--- src/robotCmdPkg.sv ---
package robotCmdPkg;

    // Drive command codes, code 7 has no name and reads as STOP
    typedef enum logic [2:0] {
        STOP    = 3'd0,
        LEFT    = 3'd1,
        RIGHT   = 3'd2,
        SLOW    = 3'd3,
        MEDIUM  = 3'd4,
        FAST    = 3'd5,
        REVERSE = 3'd6
    } driveCmd_t;

    localparam int PrefixLen   = 11;                        // {"T":1,"L":
    localparam int SepLen      = 5;                         // ,"R":
    localparam int SuffixLen   = 2;                         // Brace and newline
    localparam int ValueMaxLen = 5;                         // Longest value, -0.25
    localparam int MaxMsgLen   = PrefixLen + SepLen + SuffixLen + 2 * ValueMaxLen;
    localparam int LenWidth    = $clog2(MaxMsgLen + 1);     // 5 bits

    localparam logic [8*PrefixLen-1:0] MsgPrefix = "{\"T\":1,\"L\":";
    localparam logic [8*SepLen-1:0]    MsgSep    = ",\"R\":";
    localparam logic [8*SuffixLen-1:0] MsgSuffix = {8'h7D, 8'h0A};

    typedef logic [LenWidth-1:0]      msgLen_t;              // Lengths and byte positions
    typedef logic [8*ValueMaxLen-1:0] valueStr_t;            // Right-aligned ASCII value

    typedef struct packed {
        driveCmd_t cmd;                                      // Message select
        msgLen_t   index;                                    // Byte position, 0 first
    } msgPos_t;

    localparam int GapCycles   = 64;                         // Idle clocks between messages
    localparam int GapCntWidth = $clog2(GapCycles);
    localparam logic [GapCntWidth-1:0] GapLast = GapCntWidth'(GapCycles - 1);

endpackage

--- src/uartPkg.sv ---
package uartPkg;

    localparam int ClksPerBit  = 16;                         // Scaled down for simulation
    localparam int ClkCntWidth = $clog2(ClksPerBit);
    localparam logic [ClkCntWidth-1:0] BitEnd = ClkCntWidth'(ClksPerBit - 1);

    localparam int FrameBits   = 10;                         // Start, 8 data, stop
    localparam int BitCntWidth = $clog2(FrameBits);
    localparam logic [BitCntWidth-1:0] StopBit = BitCntWidth'(FrameBits - 1);

    typedef struct packed {
        logic       start;                                   // One-cycle strobe
        logic [7:0] data;                                    // Byte to send
    } txReq_t;

endpackage

--- src/cmdMessageRom.sv ---
module cmdMessageRom (
    input  robotCmdPkg::msgPos_t pos,
    output logic [7:0]           msgByte,
    output robotCmdPkg::msgLen_t msgLength
);

    robotCmdPkg::valueStr_t valL;                            // Left wheel value text
    robotCmdPkg::valueStr_t valR;                            // Right wheel value text
    int lenL;
    int lenR;
    int idx;
    int offSep;                                              // First byte of ,"R":
    int offR;                                                // First byte of right value
    int offSuf;                                              // Closing brace position
    int msgEnd;                                              // One past the newline

    // Value strings per command
    always_comb begin
        case (pos.cmd)
            robotCmdPkg::LEFT: begin
                valL = "-0.00";
                lenL = 5;
                valR = "0.12";
                lenR = 4;
            end
            robotCmdPkg::RIGHT: begin
                valL = "0.12";
                lenL = 4;
                valR = "-0.00";
                lenR = 5;
            end
            robotCmdPkg::SLOW: begin
                valL = "0.05";
                lenL = 4;
                valR = "0.05";
                lenR = 4;
            end
            robotCmdPkg::MEDIUM: begin
                valL = "0.25";
                lenL = 4;
                valR = "0.25";
                lenR = 4;
            end
            robotCmdPkg::FAST: begin
                valL = "0.5";
                lenL = 3;
                valR = "0.5";
                lenR = 3;
            end
            robotCmdPkg::REVERSE: begin
                valL = "-0.25";
                lenL = 5;
                valR = "-0.25";
                lenR = 5;
            end
            default: begin                                   // STOP and code 7
                valL = "0";
                lenL = 1;
                valR = "0";
                lenR = 1;
            end
        endcase
    end

    // Byte assembly, each segment indexed from its own right-aligned text
    always_comb begin
        idx    = int'(pos.index);
        offSep = robotCmdPkg::PrefixLen + lenL;
        offR   = offSep + robotCmdPkg::SepLen;
        offSuf = offR + lenR;
        msgEnd = offSuf + robotCmdPkg::SuffixLen;
        if (idx < robotCmdPkg::PrefixLen) begin
            msgByte = robotCmdPkg::MsgPrefix[(robotCmdPkg::PrefixLen - 1 - idx) * 8 +: 8];
        end else if (idx < offSep) begin
            msgByte = valL[(offSep - 1 - idx) * 8 +: 8];
        end else if (idx < offR) begin
            msgByte = robotCmdPkg::MsgSep[(offR - 1 - idx) * 8 +: 8];
        end else if (idx < offSuf) begin
            msgByte = valR[(offSuf - 1 - idx) * 8 +: 8];
        end else if (idx < msgEnd) begin
            msgByte = robotCmdPkg::MsgSuffix[(msgEnd - 1 - idx) * 8 +: 8];
        end else begin
            msgByte = 8'h00;                                 // Past the end
        end
    end

    assign msgLength = robotCmdPkg::msgLen_t'(msgEnd);

endmodule

--- src/msgSequencer.sv ---
module msgSequencer (
    input  logic                   clk,
    input  logic                   rst,
    input  robotCmdPkg::driveCmd_t cmd,
    input  logic                   busy,
    input  logic [7:0]             msgByte,
    input  robotCmdPkg::msgLen_t   msgLength,
    output robotCmdPkg::msgPos_t   pos,
    output uartPkg::txReq_t        txReq,
    output logic                   msgDone,
    output robotCmdPkg::msgLen_t   msgLen
);

    typedef enum logic [1:0] {
        Latch,                                               // Take cmd, load byte 0
        Send,                                                // Load next byte
        WaitTx,                                              // Wait for frame end
        Gap                                                  // Idle between messages
    } state_t;

    state_t                                state;
    robotCmdPkg::driveCmd_t                curCmd;           // Command of message in flight
    robotCmdPkg::msgLen_t                  index;            // Current byte position
    logic [robotCmdPkg::GapCntWidth-1:0]   gapCnt;
    logic                                  startQ;
    logic [7:0]                            dataQ;
    logic                                  loadByte;
    logic                                  txIdle;
    logic                                  lastByte;

    // ROM sees the live command during Latch so byte 0 and length match it
    assign pos = '{cmd: (state == Latch) ? cmd : curCmd, index: index};
    assign txReq = '{start: startQ, data: dataQ};

    assign loadByte = (state == Latch) || (state == Send);
    assign txIdle   = !busy && !startQ;                      // Skip the strobe cycle itself
    assign lastByte = (index == msgLen - 1'b1);

    always_ff @(posedge clk or posedge rst) begin
        if (rst) begin
            state   <= Latch;
            curCmd  <= robotCmdPkg::STOP;
            index   <= '0;
            gapCnt  <= '0;
            startQ  <= 1'b0;
            msgDone <= 1'b0;
            msgLen  <= '0;
        end else begin
            startQ  <= loadByte;                             // Strobe follows each load
            msgDone <= 1'b0;
            case (state)
                Latch: begin
                    curCmd <= cmd;
                    msgLen <= msgLength;
                    state  <= WaitTx;
                end
                Send: begin
                    state <= WaitTx;
                end
                WaitTx: begin
                    if (txIdle) begin
                        if (lastByte) begin
                            msgDone <= 1'b1;                 // Newline has left the line
                            index   <= '0;
                            gapCnt  <= '0;
                            state   <= Gap;
                        end else begin
                            index <= index + 1'b1;
                            state <= Send;
                        end
                    end
                end
                Gap: begin
                    gapCnt <= gapCnt + 1'b1;
                    if (gapCnt == robotCmdPkg::GapLast) begin
                        state <= Latch;
                    end
                end
                default: begin
                    state <= Latch;
                end
            endcase
        end
    end

    always_ff @(posedge clk) begin
        if (loadByte) begin
            dataQ <= msgByte;                                // Byte for the next frame
        end
    end

endmodule

--- src/robotLinkTop.sv ---
module robotLinkTop (
    input  logic                   clk,
    input  logic                   rst,
    input  robotCmdPkg::driveCmd_t cmd,
    output logic                   txd,
    output logic                   msgDone,
    output robotCmdPkg::msgLen_t   msgLen
);

    robotCmdPkg::msgPos_t pos;                               // Sequencer to ROM address
    logic [7:0]           msgByte;
    robotCmdPkg::msgLen_t msgLength;
    uartPkg::txReq_t      txReq;                             // Byte and start strobe
    logic                 busy;                              // Frame in progress

    msgSequencer uSeq (
        .clk       (clk),
        .rst       (rst),
        .cmd       (cmd),
        .busy      (busy),
        .msgByte   (msgByte),
        .msgLength (msgLength),
        .pos       (pos),
        .txReq     (txReq),
        .msgDone   (msgDone),
        .msgLen    (msgLen)
    );

    cmdMessageRom uRom (
        .pos       (pos),
        .msgByte   (msgByte),
        .msgLength (msgLength)
    );

    uartTx uTx (
        .clk   (clk),
        .rst   (rst),
        .txReq (txReq),
        .txd   (txd),
        .busy  (busy)
    );

endmodule

--- src/uartTx.sv ---
module uartTx (
    input  logic            clk,
    input  logic            rst,
    input  uartPkg::txReq_t txReq,
    output logic            txd,
    output logic            busy
);

    logic [7:0]                      shiftReg;               // Data bits still to go
    logic [uartPkg::ClkCntWidth-1:0] clkCnt;                 // Clocks into current bit
    logic [uartPkg::BitCntWidth-1:0] bitCnt;                 // 0 start, 1..8 data, 9 stop
    logic                            bitEnd;
    logic                            load;

    assign bitEnd = (clkCnt == uartPkg::BitEnd);
    assign load   = !busy && txReq.start;

    always_ff @(posedge clk or posedge rst) begin
        if (rst) begin
            txd    <= 1'b1;                                  // Line idles high
            busy   <= 1'b0;
            clkCnt <= '0;
            bitCnt <= '0;
        end else if (!busy) begin
            if (txReq.start) begin
                txd    <= 1'b0;                              // Start bit
                busy   <= 1'b1;
                clkCnt <= '0;
                bitCnt <= '0;
            end
        end else if (bitEnd) begin
            clkCnt <= '0;
            if (bitCnt == uartPkg::StopBit) begin
                busy <= 1'b0;                                // Stop bit done, txd stays high
            end else begin
                txd    <= shiftReg[0];                       // LSB first, then stop
                bitCnt <= bitCnt + 1'b1;
            end
        end else begin
            clkCnt <= clkCnt + 1'b1;
        end
    end

    // Ones shift in behind the data and form the stop bit
    always_ff @(posedge clk) begin
        if (load) begin
            shiftReg <= txReq.data;
        end else if (busy && bitEnd) begin
            shiftReg <= {1'b1, shiftReg[7:1]};
        end
    end

endmodule
--- config.mk ---
export PLATFORM = sky130hd
export DESIGN_NAME = robotLinkTop
export DESIGN_NICKNAME = d
export VERILOG_FILES = /design/src/robotCmdPkg.sv /design/src/uartPkg.sv /design/src/cmdMessageRom.sv /design/src/msgSequencer.sv /design/src/robotLinkTop.sv /design/src/uartTx.sv
export SDC_FILE = /design/constraint.sdc
export NUM_CORES = 1
export LEC_CHECK = 0
export ABC_AREA = 1
export BUFFER_PORTS_ARGS = -buffer_cell sky130_fd_sc_hd__buf_2
export CORE_ASPECT_RATIO = 1.25
export CORE_UTILIZATION = 60
export DETAILED_ROUTE_END_ITERATION = 10
export PLACE_DENSITY = 0.77
export SETUP_SLACK_MARGIN = 0.1
export SLEW_MARGIN = 20
export SYNTH_ARGS = -nofsm -noshare
export SYNTH_HDL_FRONTEND = slang
export SYNTH_SLANG_ARGS = --single-unit
--- constraint.sdc ---
create_clock -name clk -period 12.3 [get_ports clk]
set_input_delay 0.615 -clock clk [delete_from_list [all_inputs] [get_ports clk]]
set_output_delay 0.615 -clock clk [all_outputs]
set_load 0.005 [all_outputs]
==> impl_metrics.yaml <==
run_status:
  status: "finished, final reports clean"
placed_design:
  place.gp.congestion: 0.9535
  dpl.hpwl_um: 7702
  io_buffers: 11
die:
  core_area_mm2: 0.006648
  rows: 33
  ios: 12
  die_w_um: 76.65
  initial_core_util: 0.6286
  die_y_um: 95.31
  dieArea_mm2: 0.007305
power_and_ir_drop:
  p_switching_uw: 174.8
  swShare: 0.3712
  powerDensity_mw_per_mm2: 105.9
  power_frac_clock: 0.239
  finalPower_uw: 471.0
  leakagePower_uw: 0.002170
  p_int_uw: 296.2
  seqPwrFrac: 0.371
  ir_drop_mv: 0.07122
  comb_power_share: 0.390
synthesis:
  synthTopCellsByCount: "nand2_1, inv_1, nor2_1, ha_1, a21oi_1"
  yosysUniqueCellTypes: 48
  synth_nets: 596
  ys_seq_area_frac: 0.3057
  synth_cells: 547
  yosys.cell_count.top_type: "nand2_1"
  syn_area_mm2: 0.004179
  synth_top_area_cell: "dfrtp_1"
  async_reset_ff_frac: 0.6875
  synth_top_area_frac: 0.1916
  ys_warn_count: 0
  synth_area_leaders: "dfrtp_1, ha_1, nand2_1, edfxtp_1, inv_1"
  syn_avg_cell_area_um2: 7.640
  synth_edf_count: 15
  ys_ff_latch: 48
  synthFlopType: "dfrtp_1"
critical_path:
  cp_data_arrival_time_ns: 4.88
  ff2ff_path_depth: 29
  end_kind: "flip-flop"
  critPathRequiredTime_ns: 12.37
  crit_type: "flip-flop to flip-flop"
  crit_fanout: 13
  cpMaxStageDelayCell: "nor2_2"
  startpoint_type: "flip-flop"
  crit_path_max_incr_delay_ns: 0.48
  cpMostUsedCell: "nand2_1"
detailed_routing:
  viasPerCell: 5.713
  ant_nets: 0
  wl_per_cell_um: 14.99
  first_pass_iters: 5
  drcViolationCount: 0
  routed_wl_um: 9773
  drt_iter0_markers: 226
  vias: 3725
clock_network:
  cts_tree: "built"
  root_buffer: "clkbuf_8"
  clockBufferDepth: 2
  post_cts_buffers: 0
  insertion_delay_ns: 0.30
  ctsHoldBuffers: 0
  clock_sinks: 48
  cts.repair.resized: 0
  h-tree-depth: 2
  clk_pin_slew_ns: 0.09
  cts_made_buffers: 5
global_route:
  grt_usage: 0.2943
  grt_pass1_vias: 3736
  grt_pass1_wl_um: 16750
  antenna_found_initial: 0
  grt-ovfl-total: 0
  grt_max_degree: 26
sta:
  fmax_mhz: 207.8
  rsz0062_at_grt: "false"
  slew_headroom: 0.5036
  clock_skew_ns: 0.006405
  setup_viol: 0
  report.final.slew_viol_count: 0
  setup_tns_ns: 0
  hold_slack_ns: 0.2472
  worstMarginPinSlew_ns: 0.7446
  finalHoldViolations: 0
  fin_crit_sh: 0.3913
  finalCriticalPeriod_ns: 4.813
cells_and_area:
  antenna_cells: 0
  drive_above_1_share: 0.1044
  syn_to_final_growth_pct: 6.467
  num-nets-final: 613
min_path:
  hp-class: "input port to async pin"
flow_run:
  max_cap_violations: 0
cells in the final DEF (no fill, tap or decap), types with 3 or more instances in the layout:
cell type and n:
nand2_1 124, inv_1 72, nor2_1 49, ha_1 38, a21oi_1 37, dfrtp_1 32
o21ai_0 30, nand3_1 27, edfxtp_1 15, xor2_1 13, nor3_1 13, buf_2 11
o21ai_1 8, xnor2_1 8, nand2_2 7, nand2_4 6, fa_1 6, inv_2 5
a31oi_1 5, clkbuf_8 5, nand3_4 4, o22ai_1 4, o21bai_1 4, nand3_2 3
o211ai_1 3, nand4_1 3, a211oi_1 3
routing by layer:
metal | part of all wire | GRT usage | routed length (um) | vias to the layer above
met5 | 0 | 0 | 0 | -
met4 | 0.050 | 0.1763 | 487 | 0
met3 | 0.050 | 0.04880 | 491 | 44
met2 | 0.50 | 0.5458 | 4889 | 113
met1 | 0.40 | 0.3162 | 3905 | 1720
li1 | - | - | - | 1848
state kept, by name, summed over array words and instances (netlist names):
register      flops
uSeq.msgLen       5
uSeq.curCmd       3
uTx.txd           1
uSeq.state        2
uTx.shiftReg      8
uSeq.dataQ        7
uTx.clkCnt        4
uSeq.startQ       1
uTx.bitCnt        4
uSeq.index        5
uSeq.msgDone      1
uSeq.gapCnt       6
uTx.busy          1
worst max-delay path, delay by kind of cell, from the launching register on:
family	cells	cell delay, ns
AND/OR/NAND/NOR	16	1.90
AO/OA/AOI/OAI	3	0.49
adder cells (fa/ha/maj)	3	0.78
flip-flops	1	0.45
buffers and inverters	6	0.55
XOR/XNOR	1	0.37
kinds of logic after synthesis:
family          count (synthesis)  synth area share
simple gates                  247            0.2817
compound gates                106            0.1509
fa+ha+maj                      44            0.1425
xor+xnor                       21           0.04401
buf+inv                        81           0.07515
flops                          48            0.3057
metrics by stage:
step	util	std cells	setup WS [ns]	cell area, um^2
2_1_floorplan	-	547	8.323	4179
3_3_place_gp	0.6527	644	7.760	4339
3_5_place_dp	0.6527	644	7.569	4339
4_1_cts	0.6693	652	7.565	4449
5_1_grt	0.6693	652	7.081	4449
6_report	0.6693	652	7.487	4449
power groups by stage:
stage	registers, uW	logic, uW	clock network, uW
after floorplan	178	139	0
after global placement	178	177	0
after detailed placement	178	181	0
after CTS	175	181	114
after global routing	176	204	119
final	175	184	113
worst paths after layout:
check                               from             end  slack, ns
max reg2reg                uSeq.state[0]   uSeq.dataQ[2]       7.49
max in group asynchronous            rst         uTx.txd      11.38
min                                  rst  uSeq.gapCnt[3]       0.25
min reg2reg                      uTx.txd         uTx.txd       0.49
min in group clk                 uTx.txd         uTx.txd       0.49
max                        uSeq.state[0]   uSeq.dataQ[2]       7.49
area by class of cell:
cell class / count / area [um^2]
Multi-Input combinational cell: 418 / 2587
Clock inverter: 3 / 41.29
Tap cell: 87 / 108.9
Sequential cell: 48 / 1277
Fill cell: 581 / 2198
Inverter: 78 / 295.3
Timing Repair Buffer: 13 / 70.07
Clock buffer: 5 / 68.82
(Power assumes the default switching activity.)
